<file path="src/hw/sprite_pkg.sv">
`default_nettype none

package sprite_pkg;

	// Widths of positions and memory buses
	localparam int pos_w = 9;
	localparam int rom_addr_w = 14;
	localparam int spr_ram_addr_w = 7;
	localparam int pal_addr_w = 8;
	localparam int pal_word_w = 16;

	// Sprite table layout
	localparam int sprite_count = 32;
	localparam int sprite_index_w = 5;
	localparam int desc_bytes = 4;

	// Screen geometry
	localparam logic [pos_w-1:0] line_max = pos_w'(352);
	localparam logic [pos_w-1:0] border = pos_w'(32);

	// Size codes, also the slots of the ROM offset table
	localparam logic [1:0] size_32 = 2'd0;
	localparam logic [1:0] size_16 = 2'd1;
	localparam logic [1:0] size_8 = 2'd2;

	localparam logic [pos_w-1:0] span_32 = pos_w'(31);
	localparam logic [pos_w-1:0] span_16 = pos_w'(15);
	localparam logic [pos_w-1:0] span_8 = pos_w'(7);

	// Scanner FSM
	localparam logic [3:0] sc_idle = 4'd0;
	localparam logic [3:0] sc_wait_clear = 4'd1;
	localparam logic [3:0] sc_setup_y = 4'd2;
	localparam logic [3:0] sc_wait = 4'd3;
	localparam logic [3:0] sc_read_y0 = 4'd4;
	localparam logic [3:0] sc_read_y1 = 4'd5;
	localparam logic [3:0] sc_check_y = 4'd6;
	localparam logic [3:0] sc_read_x0 = 4'd7;
	localparam logic [3:0] sc_read_x1 = 4'd8;
	localparam logic [3:0] sc_issue = 4'd9;

	// Pixel writer FSM
	localparam logic [2:0] pw_load = 3'd0;
	localparam logic [2:0] pw_idle = 3'd1;
	localparam logic [2:0] pw_clear = 3'd2;
	localparam logic [2:0] pw_wait = 3'd3;
	localparam logic [2:0] pw_fetch = 3'd4;
	localparam logic [2:0] pw_stage = 3'd5;

	// Descriptor bytes 0 and 2 share the sprite RAM data bus
	typedef union packed {
		struct packed {
			logic enable;
			logic reserved;
			logic [1:0] palette;
			logic [1:0] size;
			logic unused;
			logic y_hi;
		} y_view;
		struct packed {
			logic [5:0] image;
			logic unused;
			logic x_hi;
		} x_view;
	} sprite_ctrl_u;

	// Last pixel index of a sprite, code 3 draws a single pixel
	function automatic logic [pos_w-1:0] size_span(input logic [1:0] code);
		case (code)
			size_32: size_span = span_32;
			size_16: size_span = span_16;
			size_8: size_span = span_8;
			default: size_span = '0;
		endcase
	endfunction

endpackage

`default_nettype wire

</file>
<file path="src/hw/sprite_scanner.sv">
`default_nettype none

module sprite_scanner (
	input logic clk,
	input logic reset,
	input logic line_start,
	input logic [sprite_pkg::pos_w-1:0] vcnt,
	output logic [sprite_pkg::spr_ram_addr_w-1:0] spr_ram_addr,
	input logic [7:0] spr_ram_data,
	input logic busy,
	output logic draw_req,
	output logic [sprite_pkg::pos_w-1:0] draw_x,
	output logic [9:0] draw_row,
	output logic [5:0] draw_image,
	output logic [1:0] draw_palette,
	output logic [1:0] draw_size
);
	import sprite_pkg::*;

	logic [3:0] state;
	logic [3:0] state_next;
	logic [sprite_index_w-1:0] spr_index;
	logic [pos_w-1:0] active_y;
	sprite_ctrl_u ram_byte;

	// Current descriptor
	logic spr_enable;
	logic [1:0] spr_palette;
	logic [1:0] spr_size;
	logic [5:0] spr_image;
	logic [pos_w-1:0] spr_y;
	logic [pos_w-1:0] spr_x;

	logic [pos_w:0] y_end;
	logic visible;
	logic last_sprite;

	assign ram_byte = spr_ram_data;

	// Bottom row of the sprite, one bit wider so it cannot wrap
	assign y_end = {1'b0, spr_y} + {1'b0, size_span(spr_size)};
	assign visible = spr_enable && (active_y >= spr_y) && ({1'b0, active_y} <= y_end);
	assign last_sprite = spr_index == sprite_index_w'(sprite_count - 1);

	always_ff @(posedge clk)
	begin
		draw_req <= 1'b0;
		if (reset)
		begin
			state <= sc_idle;
			state_next <= sc_idle;
			spr_index <= '0;
		end
		else
		begin
			case (state)
				sc_idle:
				begin
					if (line_start && !busy)
					begin
						active_y <= (vcnt == pos_w'(255)) ? border : vcnt + border + pos_w'(1);
						state <= sc_wait_clear;
					end
				end

				// Writer clears the line first
				sc_wait_clear:
				begin
					if (!busy)
					begin
						spr_index <= '0;
						state <= sc_setup_y;
					end
				end

				sc_setup_y:
				begin
					spr_ram_addr <= spr_ram_addr_w'(spr_index * desc_bytes);
					state <= sc_wait;
					state_next <= sc_read_y0;
				end

				sc_wait:
					state <= state_next;

				sc_read_y0:
				begin
					spr_enable <= ram_byte.y_view.enable;
					spr_palette <= ram_byte.y_view.palette;
					spr_size <= ram_byte.y_view.size;
					spr_y[pos_w-1] <= ram_byte.y_view.y_hi;
					spr_ram_addr <= spr_ram_addr + 1'b1;
					state <= sc_wait;
					state_next <= sc_read_y1;
				end

				sc_read_y1:
				begin
					spr_y[7:0] <= spr_ram_data;
					spr_ram_addr <= spr_ram_addr + 1'b1;
					state <= sc_check_y;
				end

				// Also covers the read latency of byte 2
				sc_check_y:
				begin
					if (visible)
						state <= sc_read_x0;
					else if (last_sprite)
						state <= sc_idle;
					else
					begin
						spr_index <= spr_index + 1'b1;
						state <= sc_setup_y;
					end
				end

				sc_read_x0:
				begin
					spr_image <= ram_byte.x_view.image;
					spr_x[pos_w-1] <= ram_byte.x_view.x_hi;
					spr_ram_addr <= spr_ram_addr + 1'b1;
					state <= sc_wait;
					state_next <= sc_read_x1;
				end

				sc_read_x1:
				begin
					spr_x[7:0] <= spr_ram_data;
					state <= sc_issue;
				end

				// Hand over only once the previous sprite is finished
				sc_issue:
				begin
					if (!busy)
					begin
						draw_req <= 1'b1;
						draw_x <= spr_x;
						draw_row <= 10'(active_y - spr_y);
						draw_image <= spr_image;
						draw_palette <= spr_palette;
						draw_size <= spr_size;
						if (last_sprite)
							state <= sc_idle;
						else
						begin
							spr_index <= spr_index + 1'b1;
							state <= sc_setup_y;
						end
					end
				end

				default:
					state <= sc_idle;
			endcase
		end
	end

endmodule

`default_nettype wire

</file>
<file path="config.mk">
export PLATFORM = sky130hd
export DESIGN_NAME = sprite_scanner
export DESIGN_NICKNAME = d
export VERILOG_FILES = /design/src/hw/sprite_pkg.sv /design/src/hw/sprite_scanner.sv
export SDC_FILE = /design/constraint.sdc
export NUM_CORES = 1
export LEC_CHECK = 0
export BUFFER_PORTS_ARGS = -buffer_cell sky130_fd_sc_hd__clkbuf_2
export CORE_ASPECT_RATIO = 0.8
export CORE_MARGIN = 2
export CORE_UTILIZATION = 55
export CTS_BUF_LIST = sky130_fd_sc_hd__clkbuf_2 sky130_fd_sc_hd__clkbuf_4 sky130_fd_sc_hd__clkbuf_8
export CTS_CLUSTER_DIAMETER = 200
export DETAILED_ROUTE_END_ITERATION = 7
export PLACE_DENSITY = 0.77
export SKIP_CTS_REPAIR_TIMING = 1
export SLEW_MARGIN = 20
export SYNTH_ARGS = -nofsm -noshare
export SYNTH_HDL_FRONTEND = slang
export SYNTH_SLANG_ARGS = --single-unit
</file>
<file path="constraint.sdc">
create_clock -name clk -period 4.08 [get_ports clk]
set_clock_uncertainty 0.1 [all_clocks]
set_input_delay 0.612 -clock clk [delete_from_list [all_inputs] [get_ports clk]]
set_output_delay 0.612 -clock clk [all_outputs]
set_load 0.02 [all_outputs]
</file>
==> out/results.tsv <==
metric	value	unit
status	completed	
yosys.area_share.simple	0.133	
synth_top_family_by_area	simple AND/OR/NAND/NOR gates	
synth_cells	361	
critPathKind	reg -> reg	
synth.mux.area_fraction	0.00692	
ys_seq_area_frac	0.572	
required	4250	ps
finalHoldViolations	0	
drtIter0Drc	168	
antenna_found_initial	0	
setup_viol	0	
grt_pass1_wl	13.4	mm
synth_compound_area_frac	0.121	
ir_worst_vdd	0.000225	V
cts_buffers	9	
drv_cap	0	
yosysMostFrequentCell	edfxtp_1	
antenna_cells	0	
setup_tns	0	ps
p_leak	1.88	nW
synthTopCellsByCount	74 x edfxtp_1, 35 x nor2_1, 27 x ha_1, 21 x inv_1, 21 x nand2_1	
slew_violations	0	
synthArstFlopShare	0	
clock-sinks	87	
cts_root_buf	clkbuf_8	
dieArea	0.00862	mm2
yosysUniqueCellTypes	54	
clockBufferDepth	2	
area_delta_synth_final	13.5	%
synth-edff-count	74	
final.min_clock_period	3680	ps
wl_per_cell	15.3	um
dr_total_vias	2962	
grt_usage	0.200	
crit_chain	nand2_1, ha_1, inv_1, fa_1, nor2b_1, o21ai_0, nand2b_1, a21o_1, nand4_1, xnor2_1, ha_1, nand4_1, nor2_1, a2bb2oi_1, a31oi_2, nand2_1, a221oi_1	
ant_nets	0	
synth-seq-cells	87	
total_power	0.00165	W
grt_max_degree	30	
io_pins	58	
dpl.hpwl	6.12	mm
synth-xor-area-share	0.0484	
pwr_density_cell	335	mW/mm2
worstSetupEndpointType	flip-flop	
synth_largest_area_cell	edfxtp_1	
fmax	272	MHz
clock_latency	360	ps
syn-num-nets	411	
drc	0	
rsz0062_at_grt	false	
rows	28	
arrival	3850	ps
ctsHtreeMaxLevel	3	
yosys_warnings	0	
portBuffers	57	
die_w	103	um
final_nets	473	
hold_path.class	reg -> reg	
maxSlewHeadroom	0.346	
start_util	0.576	
cp_slowest_cell	edfxtp_1	
whs	321	ps
worst_pin_slew	974	ps
die_y	83.5	um
firstDrtPassIters	5	
dpl_cell_area	0.00472	mm2
synth_ff_type	edfxtp_1	
gp_congestion	0.908	
synth_top_area_share	0.512	
routed_wl	8.18	mm
tritoncts	done	
overflow	0	
synth_area_leaders	edfxtp_1 51%, ha_1 7.8%, dfxtp_1 6.0%	
post-route-period-util	0.902	
synth_fa_ha_area_frac	0.0870	
avgSynthCellArea	12.0	um2
startpoint_type	flip-flop	
stdcell_area	0.00493	mm2
core	0.00753	mm2
crit_fanout	6	
grt_pass1_vias	2698	
drive_above_1_share	0.215	
synth_area	0.00434	mm2
viasPerCell	5.56	
clkTransAtPathRegs	100	ps
max_stage_delay	430	ps
## worst paths after layout
kind | depth (start not counted) | slack, ps | end | from
max | 17 | 400 | state[0]$_SDFFE_PP0P_ | spr_size[1]$_DFFE_PP_
min | 0 | 320 | draw_x[6]$_DFFE_PP_ | spr_x[6]$_DFFE_PP_
max reg2reg | 17 | 400 | state[0]$_SDFFE_PP0P_ | spr_size[1]$_DFFE_PP_
min reg2reg | 0 | 320 | draw_x[6]$_DFFE_PP_ | spr_x[6]$_DFFE_PP_
## placed cells by master, fill, tap and decap left out, types with 13 or more instances in the layout
cell / n
a21oi_1: 19
clkbuf_2: 57
dfxtp_1: 13
edfxtp_1: 74
ha_1: 27
inv_1: 21
nand2_1: 21
nor2_1: 34
o21ai_0: 16
xnor2_1: 15
## per-layer routing
metal	vias to the layer above	wire (um)	GRT usage
met5	-	0	0
met4	0	83	0.0407
met3	11	564	0.0586
met2	110	3670	0.290
met1	1388	3860	0.302
li1	1453	-	-
## area by class of cell
type / instances / area [um2]
fill: 567 / 2600
sequential: 87 / 2480
multi-input combinational: 245 / 1740
timing repair buffer: 59 / 300
tap: 105 / 131
clock buffer: 9 / 124
inverter: 21 / 78.8
clock inverter: 7 / 70.1
## flip-flops by register name (all words and copies together), names as in the netlist
signal,cells
spr_y,9
spr_palette,2
active_y,9
draw_palette,2
draw_image,6
draw_x,9
state_next,3
spr_index,5
draw_row,10
spr_image,6
spr_ram_addr,7
spr_x,9
spr_size,2
state,4
draw_size,2
spr_enable,1
draw_req,1
## critical path, delay by kind of cell, from the launching register on
family	cells	cell delay, ps
simple gates	7	900
xor+xnor	1	160
buf+inv	1	60
compound gates	5	990
flops	1	430
fa+ha+maj	3	930
## power breakdown
group | internal, W | switching [W] | total [W]
Clock | 0.000241 | 0.000351 | 0.000593
Combinational | 0.0000369 | 0.0000499 | 0.0000867
Sequential | 0.000964 | 0.00000805 | 0.000972
Total | 0.00124 | 0.000409 | 0.00165
## per-stage QoR
| step | utilization | setup slack, ps | instances |
|---|---|---|---|
| floorplan | - | 783 | 361 |
| global placement | 0.627 | 615 | 517 |
| detailed placement | 0.627 | 486 | 517 |
| CTS | 0.652 | 460 | 533 |
| global route | 0.654 | 33.8 | 533 |
| finish | 0.654 | 401 | 533 |
## cell families (layout without fill, tap and decap cells)
kind of cell             after synthesis  after routing
AND/OR/NAND/NOR                      115            115
flip-flops                            87             87
buffers and inverters                 29             96
XOR/XNOR                              24             24
adder cells (fa/ha/maj)               29             29
AO/OA/AOI/OAI                         74             74
multiplexers                           3              3
(Power assumes the default switching activity.)
