===== config.mk =====
export PLATFORM = sky130hd
export DESIGN_NAME = sprite_pixel_writer
export DESIGN_NICKNAME = d
export VERILOG_FILES = /design/src/hw/sprite_pkg.sv /design/src/hw/sprite_pixel_writer.sv
export SDC_FILE = /design/constraint.sdc
export NUM_CORES = 1
export LEC_CHECK = 0
export ABC_CLOCK_PERIOD_IN_PS = 6630
export BUFFER_PORTS_ARGS = -buffer_cell sky130_fd_sc_hd__buf_4
export CORE_MARGIN = 8
export CORE_UTILIZATION = 48
export CTS_CLUSTER_DIAMETER = 200
export DETAILED_ROUTE_END_ITERATION = 6
export HOLD_SLACK_MARGIN = 0.06
export PLACE_DENSITY = 0.69
export RECOVER_POWER = 50
export SLEW_MARGIN = 40
export SYNTH_ARGS = -nofsm -noshare
export SYNTH_HDL_FRONTEND = slang
export SYNTH_SLANG_ARGS = --single-unit

===== constraint.sdc =====
create_clock -name clk -period 6.63 [get_ports clk]
set_clock_uncertainty 0.2 [all_clocks]
set_input_delay 1.326 -clock clk [delete_from_list [all_inputs] [get_ports clk]]
set_output_delay 1.326 -clock clk [all_outputs]
set_load 0.05 [all_outputs]

===== src/hw/sprite_pkg.sv =====
`default_nettype none

package sprite_pkg;

	// Widths of positions and memory buses
	localparam int pos_w = 9;
	localparam int rom_addr_w = 14;
	localparam int spr_ram_addr_w = 7;
	localparam int pal_addr_w = 8;
	localparam int pal_word_w = 16;

	// Sprite table layout
	localparam int sprite_count = 32;
	localparam int sprite_index_w = 5;
	localparam int desc_bytes = 4;

	// Screen geometry
	localparam logic [pos_w-1:0] line_max = pos_w'(352);
	localparam logic [pos_w-1:0] border = pos_w'(32);

	// Size codes, also the slots of the ROM offset table
	localparam logic [1:0] size_32 = 2'd0;
	localparam logic [1:0] size_16 = 2'd1;
	localparam logic [1:0] size_8 = 2'd2;

	localparam logic [pos_w-1:0] span_32 = pos_w'(31);
	localparam logic [pos_w-1:0] span_16 = pos_w'(15);
	localparam logic [pos_w-1:0] span_8 = pos_w'(7);

	// Scanner FSM
	localparam logic [3:0] sc_idle = 4'd0;
	localparam logic [3:0] sc_wait_clear = 4'd1;
	localparam logic [3:0] sc_setup_y = 4'd2;
	localparam logic [3:0] sc_wait = 4'd3;
	localparam logic [3:0] sc_read_y0 = 4'd4;
	localparam logic [3:0] sc_read_y1 = 4'd5;
	localparam logic [3:0] sc_check_y = 4'd6;
	localparam logic [3:0] sc_read_x0 = 4'd7;
	localparam logic [3:0] sc_read_x1 = 4'd8;
	localparam logic [3:0] sc_issue = 4'd9;

	// Pixel writer FSM
	localparam logic [2:0] pw_load = 3'd0;
	localparam logic [2:0] pw_idle = 3'd1;
	localparam logic [2:0] pw_clear = 3'd2;
	localparam logic [2:0] pw_wait = 3'd3;
	localparam logic [2:0] pw_fetch = 3'd4;
	localparam logic [2:0] pw_stage = 3'd5;

	// Descriptor bytes 0 and 2 share the sprite RAM data bus
	typedef union packed {
		struct packed {
			logic enable;
			logic reserved;
			logic [1:0] palette;
			logic [1:0] size;
			logic unused;
			logic y_hi;
		} y_view;
		struct packed {
			logic [5:0] image;
			logic unused;
			logic x_hi;
		} x_view;
	} sprite_ctrl_u;

	// Last pixel index of a sprite, code 3 draws a single pixel
	function automatic logic [pos_w-1:0] size_span(input logic [1:0] code);
		case (code)
			size_32: size_span = span_32;
			size_16: size_span = span_16;
			size_8: size_span = span_8;
			default: size_span = '0;
		endcase
	endfunction

endpackage

`default_nettype wire


===== src/hw/sprite_pixel_writer.sv =====
`default_nettype none

module sprite_pixel_writer (
	input logic clk,
	input logic reset,
	input logic line_start,
	input logic draw_req,
	input logic [sprite_pkg::pos_w-1:0] draw_x,
	input logic [9:0] draw_row,
	input logic [5:0] draw_image,
	input logic [1:0] draw_palette,
	input logic [1:0] draw_size,
	output logic busy,
	output logic [sprite_pkg::rom_addr_w-1:0] rom_addr,
	input logic [7:0] rom_data,
	output logic [sprite_pkg::pal_addr_w-1:0] pal_addr,
	input logic [sprite_pkg::pal_word_w-1:0] pal_data,
	output logic lb_wr,
	output logic [sprite_pkg::pos_w-1:0] lb_wr_addr,
	output logic [sprite_pkg::pal_word_w-1:0] lb_wr_data
);
	import sprite_pkg::*;

	logic [2:0] state;
	logic [2:0] state_next;
	logic [2:0] load_idx;
	logic [pos_w-1:0] pixel;
	logic [pos_w-1:0] span;

	// Image region offsets, indexed by size code
	logic [rom_addr_w-1:0] rom_offset [0:2];

	assign span = size_span(draw_size);

	always_ff @(posedge clk)
	begin
		if (reset)
		begin
			state <= pw_wait;
			state_next <= pw_load;
			load_idx <= '0;
			rom_addr <= '0;
			busy <= 1'b1;
			lb_wr <= 1'b0;
		end
		else
		begin
			case (state)
				// High byte then low byte for each of the three sizes
				pw_load:
				begin
					if (!load_idx[0])
						rom_offset[load_idx[2:1]][rom_addr_w-1:8] <= rom_data[rom_addr_w-9:0];
					else
						rom_offset[load_idx[2:1]][7:0] <= rom_data;
					rom_addr <= rom_addr + 1'b1;
					load_idx <= load_idx + 1'b1;
					if (load_idx == 3'd5)
					begin
						busy <= 1'b0;
						state <= pw_idle;
					end
					else
					begin
						state <= pw_wait;
						state_next <= pw_load;
					end
				end

				pw_idle:
				begin
					if (line_start)
					begin
						busy <= 1'b1;
						lb_wr <= 1'b1;
						lb_wr_addr <= '0;
						lb_wr_data <= '0;
						state <= pw_clear;
					end
					else if (draw_req)
					begin
						busy <= 1'b1;
						pixel <= '0;
						// Row start of the sprite image in ROM
						case (draw_size)
							size_32: rom_addr <= rom_offset[size_32]
								+ rom_addr_w'({draw_image[3:0], 10'b0})
								+ rom_addr_w'({draw_row, 5'b0});
							size_16: rom_addr <= rom_offset[size_16]
								+ rom_addr_w'({draw_image, 8'b0})
								+ rom_addr_w'({draw_row, 4'b0});
							default: rom_addr <= rom_offset[size_8]
								+ rom_addr_w'({draw_image, 6'b0})
								+ rom_addr_w'({draw_row, 3'b0});
						endcase
						state <= pw_wait;
						state_next <= pw_fetch;
					end
				end

				pw_clear:
				begin
					if (lb_wr_addr < line_max)
						lb_wr_addr <= lb_wr_addr + 1'b1;
					else
					begin
						lb_wr <= 1'b0;
						busy <= 1'b0;
						state <= pw_idle;
					end
				end

				pw_wait:
					state <= state_next;

				pw_fetch:
				begin
					lb_wr <= 1'b0;
					if (pixel > span)
					begin
						busy <= 1'b0;
						state <= pw_idle;
					end
					else
					begin
						pal_addr <= {draw_palette, rom_data[4:0], 1'b0};
						rom_addr <= rom_addr + 1'b1;
						state <= pw_wait;
						state_next <= pw_stage;
					end
				end

				// Alpha clear means transparent, nothing is written
				pw_stage:
				begin
					lb_wr <= pal_data[15];
					lb_wr_addr <= draw_x + pixel;
					lb_wr_data <= pal_data;
					pixel <= pixel + 1'b1;
					state <= pw_fetch;
				end

				default:
					state <= pw_idle;
			endcase
		end
	end

endmodule

`default_nettype wire


==> impl_metrics.csv, run 1 <==
group,metric,value,unit
die,fp.dieH,134.0,um
placed_design,post-dp-hpwl,12810,um
synth,ys_seq_area_share,44.44,%
timing,max_freq,261.0,MHz
synth,ys.flop_type,"edfxtp_1",
placed_design,place_inst,898,
timing,slew_viol_final,17,
clocking,cts_buffer_depth,2,
timing,setup_slack,2799,ps
critical_path,path_class,"in -> reg",
die,rows,43,
clocking,worstSkewPairLatency,360,ps
final_layout,register_area,2974,um2
synth,synth.cell_area,6689,um2
global_routing,antenna_found_initial,0,
clocking,cts_num_sinks,107,
final_layout,syn2layout_area_growth,16.55,%
timing,period_share,57.79,%
global_routing,grt_pass1_vias,5287,
timing,min_period,3831,ps
synth,yosysTopAreaCellShare,37.26,%
power,powerDensity,219.2,nW/um2
placed_design,io_buffers,104,
synth,synth_edf_count,83,
detailed_routing,drt.antenna.violating_nets,0,
clocking,cts_hold_buf,0,
clocking,cts.clk_slew.worst_paths,70,ps
clocking,cts_tree,"done",
clocking,cts_root_buffer,"clkbuf_16",
global_routing,grt_max_degree,33,
synth,yosys-top-cells-area,"edfxtp_1 37%, ha_1 10%, dfxtp_1 7.2%, fa_1 5.4%, xnor2_1 4.2%",
critical_path,cp-startpoint,"draw_size[0]",
critical_path,worstReg2RegStart,"state[0]",
detailed_routing,routed_wl,16510,um
die,die_w,134.0,um
run_status,violations,"max-capacitance violations, max-slew violations",
detailed_routing,wl_per_cell,18.07,um
clocking,post_cts_buffers,0,
clocking,cts_made_buffers,9,
timing,slew_headroom,-29.37,%
synth,syn_avg_cell_area,10.53,um2
placed_design,place_area,7634,um2
synth,yosys_warnings,0,
min_path,hold_class,"reg -> reg",
timing,rsz0062_at_grt,"false",
final_layout,final_layout_size_suffix_gt1_share,13.35,%
critical_path,end_kind,"flip-flop",
die,die-area,17970,um2
final_layout,fill_cells,1245,
critical_path,r2r-end,"rom_addr[10]",
detailed_routing,dr_total_vias,5143,
timing,hold_violations,0,
run_status,outcome,"finished, violations left",
clocking,ctsResizeCount,0,
synth,synth_fp_nets,764,
synth,synthArstFlopShare,0,%
die,io-pin-count,106,
critical_path,reg2reg_depth,5,
placed_design,place.gp.congestion,0.8785,
critical_path,crit_fanout,19,
global_routing,grt-ovfl-total,0,
final_layout,antenna_cells,0,
timing,worst_pin_slew,1926,ps
die,initial_core_util,48.56,%
timing,final.setup.tns,0,ps
critical_path,crit_path_end,"state_next[2]",
critical_path,worstPathArrival,3910,ps
final_layout,final_util,56.60,%
synth,synthCells,635,
global_routing,track_usage,18.73,%
critical_path,cp.required,6710,ps
detailed_routing,firstDrtPassIters,5,
placed_design,dp_slack,2384,ps
clocking,htree_levels,3,
final_layout,design_area,7796,um2
synth,synth_common_cells,"83 x edfxtp_1, 57 x nor2_1, 54 x ha_1",
timing,setup_viol_count_final,0,
power,ir_drop,0.1499,mV
critical_path,r2r_slack,3320,ps
run,drv_cap,1,
synth,ys_seq_elements,107,
detailed_routing,drc,0,
die,core_area,13770,um2
final_layout,final_nets,858,
final_layout,finalNonFillerCells,914,
global_routing,grt_pass1_wl,26770,um
final_layout,multi_input_area,3511,um2
power,power.leakage,3.106,nW
synth,post-synth-top-count-cell,"edfxtp_1",
critical_path,crit_path_start_kind,"primary input",
detailed_routing,drt_iter0_markers,331,
synth,synth_top_area_cell,"edfxtp_1",
detailed_routing,via_per_inst,5.627,
synth,yosysUniqueCellTypes,57,
per-layer routing:
metal	GRT usage (%)	up-vias	routed length, um
met2	31.28	156	7890
met4	5.926	0	335
met5	0	-	0
li1	-	2534	-
met3	5.011	18	1104
met1	23.13	2435	7184
power breakdown:
part           switching, mW  internal [mW]  leakage, nW
combinational          0.250          0.154         2.01
sequential            0.0289          0.746        0.947
clock                  0.250          0.281        0.146
area by class of cell:
cell class                      count  share of cell area (%)
Multi-Input combinational cell    473                   45.03
Tap cell                          180                   2.889
Timing Repair Buffer              106                   8.618
Clock buffer                       10                   3.210
Clock inverter                      6                  0.5617
Sequential cell                   107                   38.15
Inverter                           32                   1.541
worst min-delay path by stage:
stage | from | endpoint | slack [ps] | cells after the start
final | state_next[2] | state_next[2] | 290 | 2
after floorplan | state_next[2] | state_next[2] | 250 | 2
after global placement | state_next[2] | state_next[2] | 260 | 2
after detailed placement | state_next[2] | state_next[2] | 280 | 2
after CTS | state_next[2] | state_next[2] | 290 | 2
after global routing | state_next[2] | state_next[2] | 320 | 2
through the flow:
| stage | hold slack, ps | power, mW |
|---|---|---|
| 6_report | 287.9 | 1.709 |
| 5_1_grt | 318.6 | 1.792 |
| 4_1_cts | 288.0 | 1.729 |
| 3_5_place_dp | 277.6 | 1.199 |
| 3_3_place_gp | 261.7 | 1.191 |
| 2_1_floorplan | 253.8 | 1.069 |
worst max-delay path: stages:
cell and delay (ps):
buf_4 200, nor2_1 280, inv_1 80, ha_1 300
nand2_1 70, or4b_1 530, o22ai_2 300, nor2_2 220
or4_1 450, a21oi_1 130
placed cells by master (no fill, tap or decap), types with 3 or more instances in the layout:
| master | instances |
|---|---|
| a211oi_1 | 15 |
| nor2_1 | 57 |
| nor2b_1 | 3 |
| a31oi_1 | 4 |
| buf_4 | 69 |
| a221oi_1 | 4 |
| o211ai_1 | 6 |
| fa_1 | 18 |
| a311oi_1 | 5 |
| and4_1 | 4 |
| nand4_1 | 4 |
| xnor2_1 | 32 |
| nor3_1 | 8 |
| and3_1 | 33 |
| o22ai_1 | 11 |
| and2_1 | 3 |
| nand2b_1 | 7 |
| nand2_1 | 38 |
| o21a_1 | 5 |
| edfxtp_1 | 83 |
| clkbuf_1 | 33 |
| nand3_1 | 16 |
| clkbuf_4 | 4 |
| xor2_1 | 18 |
| o21ai_0 | 31 |
| ha_1 | 54 |
| a21oi_1 | 37 |
| a21o_1 | 8 |
| dfxtp_1 | 23 |
| o21bai_1 | 8 |
| inv_1 | 32 |
| mux2i_1 | 8 |
| clkbuf_16 | 10 |
flip-flops by register name, indices dropped and copies added, names as in the netlist:
| name | count |
|---|---|
| state_next | 2 |
| pixel | 9 |
| rom_addr | 14 |
| load_idx | 3 |
| state | 3 |
| lb_wr_data | 16 |
| lb_wr | 1 |
| rom_offset | 42 |
| busy | 1 |
| pal_addr | 7 |
| lb_wr_addr | 9 |
cell families after synthesis:
| group | count (synthesis) | synth area share, % |
|---|---|---|
| other | 1 | 0.05606 |
| DFF | 107 | 44.44 |
| adders and majority gates | 72 | 15.49 |
| buffers and inverters | 55 | 3.217 |
| and+or+nand+nor | 188 | 14.01 |
| muxes | 8 | 1.197 |
| xor gates and xnor gates | 50 | 6.547 |
| AOI/OAI and AO/OA | 154 | 15.04 |
Power figures use the tool's default switching activity.
==> inputs of run 2 (changes only) <==
Settings changed: ABC_CLOCK_PERIOD_IN_PS 6630 to 3600.
Clock period 6.63 ns to 3.6 ns, I/O delays scaled along.
==> impl_metrics.csv, run 2 (synthesis gave the netlist of run 1 again) <==
group,metric,value,unit
timing,slew_viol_final,0,
critical_path,crit_fanout,3,
detailed_routing,drt_iter0_markers,364,
detailed_routing,drc,0,
clocking,cts.clk_slew.worst_paths,70,ps
detailed_routing,drt.antenna.violating_nets,0,
run,drv_cap,0,
final_layout,syn2layout_area_growth,16.03,%
final_layout,final_util,56.35,%
critical_path,crit_path_start_kind,"primary input",
timing,worst_pin_slew,790.0,ps
placed_design,io_buffers,104,
timing,hold_violations,0,
final_layout,design_area,7761,um2
critical_path,r2r_slack,470,ps
die,io-pin-count,106,
detailed_routing,firstDrtPassIters,5,
clocking,cts_made_buffers,9,
final_layout,final_common_cell,"edfxtp_1",
detailed_routing,routed_wl,16670,um
timing,rsz0062_at_grt,"false",
clocking,cts_hold_buf,0,
timing,setup_viol_count_final,0,
min_path,hold_depth,2,
die,core_area,13770,um2
detailed_routing,dr_total_vias,5233,
critical_path,r2r-end,"rom_addr[13]",
global_routing,grt_max_degree,29,
die,fp.dieH,134.0,um
placed_design,place_area,7680,um2
timing,period_share,90.32,%
final_layout,largest_register_ffs,42,
timing,whs,282.8,ps
final_layout,antenna_cells,0,
clocking,worstSkewPairLatency,350,ps
timing,min_period,3251,ps
critical_path,worstReg2RegStart,"rom_offset[1][5]",
final_layout,final_nets,866,
critical_path,cp-startpoint,"draw_row[1]",
timing,final.setup.tns,0,ps
die,rows,43,
detailed_routing,via_per_inst,5.676,
timing,slew_headroom,46.93,%
critical_path,end_kind,"flip-flop",
clocking,ctsResizeCount,0,
global_routing,grt-ovfl-total,0,
global_routing,grt_pass1_vias,5304,
detailed_routing,wl_per_cell,18.08,um
final_layout,mostFrequentLayoutCells,"83 x edfxtp_1, 59 x buf_4, 57 x nor2_1, 57 x clkbuf_1, 54 x ha_1",
power,ir_drop,0.2606,mV
placed_design,place.gp.congestion,0.9045,
run_status,outcome,"completed",
placed_design,post-dp-hpwl,12970,um
global_routing,grt_pass1_wl,26450,um
die,initial_core_util,48.56,%
power,power.leakage,3.055,nW
min_path,hold_class,"reg -> reg",
critical_path,cp.required,3700,ps
clocking,htree_levels,3,
final_layout,final_layout_size_suffix_gt1_share,10.78,%
global_routing,track_usage,18.56,%
global_routing,antenna_found_initial,0,
clocking,cts_buffer_depth,2,
die,die_w,134.0,um
power,finalPower,3.140,mW
die,die-area,17970,um2
critical_path,reg2reg_depth,10,
power,powerDensity,404.6,nW/um2
clocking,post_cts_buffers,0,
critical_path,worstPathArrival,3350,ps
clocking,cts_num_sinks,107,
critical_path,crit_path_end,"rom_addr[13]",
clocking,cts_root_buffer,"clkbuf_16",
timing,max_freq,307.6,MHz
clocking,cts_tree,"done",
critical_path,path_class,"in -> reg",
[run 2: area by class of cell]
class | count | area [um2]
multi-input cells | 473 | 3505
inverters | 32 | 120.1
flip-flops and latches | 107 | 2973
clock buffers | 13 | 240.2
repair buffers | 114 | 656.9
clock inverters | 3 | 41.29
fillers | 1251 | 6012
well taps | 180 | 225.2
[run 2: layer usage]
metal  vias up  global-route usage, %  routed length (um)
met5         -                      0                   0
met4         0                  6.737                 273
met3        19                  4.450                1086
met2       178                  31.11                7967
met1      2480                  22.79                7340
li1       2556                      -                   -
[run 2: worst min-delay path by stage]
stage                       start       endpoint  slack, ps
floorplan           state_next[2]  state_next[2]        250
global placement    state_next[2]  state_next[2]        260
detailed placement           busy           busy        270
CTS                 state_next[2]  state_next[2]        290
global route        state_next[2]  state_next[2]        310
finish              state_next[2]  state_next[2]        280
[run 2: through the flow]
step	instances	setup WS, ps
after CTS	922	473.8
after floorplan	635	221.7
final	922	348.6
after global routing	922	238.6
after detailed placement	906	112.6
after global placement	906	215.5
[run 2: power breakdown]
| part | switching [mW] | total, mW | internal (mW) |
|---|---|---|---|
| logic | 0.467 | 0.745 | 0.278 |
| registers | 0.0521 | 1.43 | 1.37 |
| clock network | 0.429 | 0.969 | 0.540 |
[run 2: worst max-delay path, cell delays in order]
cell and delay (ps):
buf_4 120, ha_1 270, ha_1 180, inv_1 60, fa_1 370, nand2b_1 190, a2111oi_0 590, nor2_1 140
xnor2_1 160, a221oi_1 290, o221a_2 230
==> inputs of run 3 (changes only) <==
Settings changed: CTS_BUF_LIST set to sky130_fd_sc_hd__clkbuf_8.
==> impl_metrics.csv, run 3 (synthesis gave the netlist of run 1 again) <==
group,metric,value,unit
clocking,cts_made_buffers,9,
detailed_routing,firstDrtPassIters,5,
final_layout,fill_cells,1253,
final_layout,final_common_cell,"edfxtp_1",
placed_design,io_buffers,104,
critical_path,r2r-end,"rom_addr[13]",
timing,setup_viol_count_final,0,
critical_path,worstPathArrival,3360,ps
die,initial_core_util,48.56,%
final_layout,multi_input_area,3505,um2
clocking,htree_levels,3,
global_routing,antenna_found_initial,0,
timing,hold_violations,0,
final_layout,antenna_cells,0,
final_layout,final_nets,866,
power,powerDensity,376.1,nW/um2
detailed_routing,routed_wl,16570,um
global_routing,track_usage,18.42,%
global_routing,grt-ovfl-total,0,
critical_path,reg2reg_depth,10,
min_path,hold_depth,2,
critical_path,r2r_slack,460,ps
final_layout,largest_register_ffs,42,
placed_design,place.gp.congestion,0.9045,
power,power.leakage,3.041,nW
timing,min_period,3226,ps
clocking,cts_hold_buf,0,
detailed_routing,via_per_inst,5.621,
die,core_area,13770,um2
clocking,cts_buffer_depth,2,
clocking,post_cts_buffers,0,
die,fp.dieH,134.0,um
detailed_routing,drt.antenna.violating_nets,0,
clocking,cts_tree,"done",
clocking,cts_root_buffer,"clkbuf_8",
final_layout,final_layout_size_suffix_gt1_share,11.32,%
clocking,cts_num_sinks,107,
clocking,ctsResizeCount,0,
die,die_w,134.0,um
critical_path,end_kind,"flip-flop",
critical_path,cp_common_cell,"ha_1",
detailed_routing,top_signal_layer_used,"met4",
timing,final.setup.tns,0,ps
critical_path,slowest_stage,"a2111oi_0",
final_layout,mostFrequentLayoutCells,"83 x edfxtp_1, 63 x buf_4, 57 x nor2_1, 54 x ha_1, 49 x clkbuf_1",
critical_path,cp.required,3740,ps
die,io-pin-count,106,
die,die-area,17970,um2
placed_design,place_inst,906,
final_layout,final_util,55.72,%
global_routing,grt_pass1_wl,26290,um
final_layout,finalNonFillerCells,922,
placed_design,place_area,7680,um2
run,drv_cap,0,
run_status,outcome,"completed",
detailed_routing,met2_length,7863,um
final_layout,design_area,7675,um2
power,ir_drop,0.2375,mV
min_path,hold_class,"reg -> reg",
detailed_routing,dr_total_vias,5183,
detailed_routing,wl_per_cell,17.97,um
global_routing,grt_pass1_vias,5288,
clocking,worstSkewPairLatency,380,ps
clocking,cts.clk_slew.worst_paths,100,ps
timing,slew_headroom,46.09,%
critical_path,slowest_delay,600,ps
min_path,min_to,"state_next[2]",
critical_path,critical_path.cell_chain,"buf_4, ha_1, ha_1, inv_1, fa_1, nand2b_1, a2111oi_0, nor2_1, xnor2_1, a221oi_1, o221a_2",
min_path,worstHoldStart,"state_next[2]",
placed_design,dp_slack,112.6,ps
timing,rsz0062_at_grt,"false",
detailed_routing,wl_met1,7322,um
critical_path,path_class,"in -> reg",
final_layout,register_area,2973,um2
critical_path,crit_fanout,3,
timing,worst_pin_slew,802.5,ps
detailed_routing,drc,0,
detailed_routing,drt_iter0_markers,351,
global_routing,grt_max_degree,29,
critical_path,crit_path_start_kind,"primary input",
timing,setup_slack,373.6,ps
die,rows,43,
critical_path,crit_family,"compound AO/OA/AOI/OAI gates",
timing,period_share,89.62,%
detailed_routing,wl_met3,1104,um
timing,whs,288.3,ps
timing,slew_viol_final,0,
critical_path,critical_path_buf_inv_count,2,
power,finalPower,2.886,mW
final_layout,syn2layout_area_growth,14.74,%
placed_design,post-dp-hpwl,12970,um
critical_path,worstReg2RegStart,"rom_offset[1][5]",
timing,max_freq,309.9,MHz
## run 3: worst register-to-register path: cells and delay by family, from the launching register on
family                     cells  cell delay, ps
and+or+nand+nor                2             340
DFF                            1             370
buffers and inverters          1              70
adders and majority gates      3             830
xor gates and xnor gates       1             160
AOI/OAI and AO/OA              3            1130
## run 3: where the power goes
group	leakage, nW	switching (mW)	internal (mW)	total (mW)
clock network	0.109	0.403	0.312	0.715
logic	1.99	0.465	0.281	0.746
registers	0.947	0.0519	1.37	1.42
total	3.04	0.921	1.97	2.89
## run 3: how the worst max path moves through the flow
stage / from / cells past startpoint / slack (ps) / endpoint
6_report: draw_row[1] / 11 / 370 / rom_addr[13]
5_1_grt: draw_row[1] / 11 / 280 / rom_addr[13]
4_1_cts: draw_row[1] / 11 / 520 / rom_addr[13]
3_5_place_dp: draw_row[1] / 11 / 110 / rom_addr[13]
3_3_place_gp: draw_row[1] / 11 / 220 / rom_addr[13]
2_1_floorplan: draw_size[0] / 12 / 220 / rom_addr[10]
## run 3: final cells by class
cell class | count | share of cell area, %
clock inverters | 7 | 0.7336
flip-flops and latches | 107 | 38.73
inverters | 32 | 1.565
well taps | 180 | 2.934
clock buffers | 9 | 1.614
repair buffers | 114 | 8.754
multi-input cells | 473 | 45.66
## run 3: layer usage
metal / track usage [%] / vias up
met5: 0 / -
met4: 6.925 / 0
met3: 4.226 / 17
met2: 30.72 / 190
met1: 22.78 / 2432
li1: - / 2544
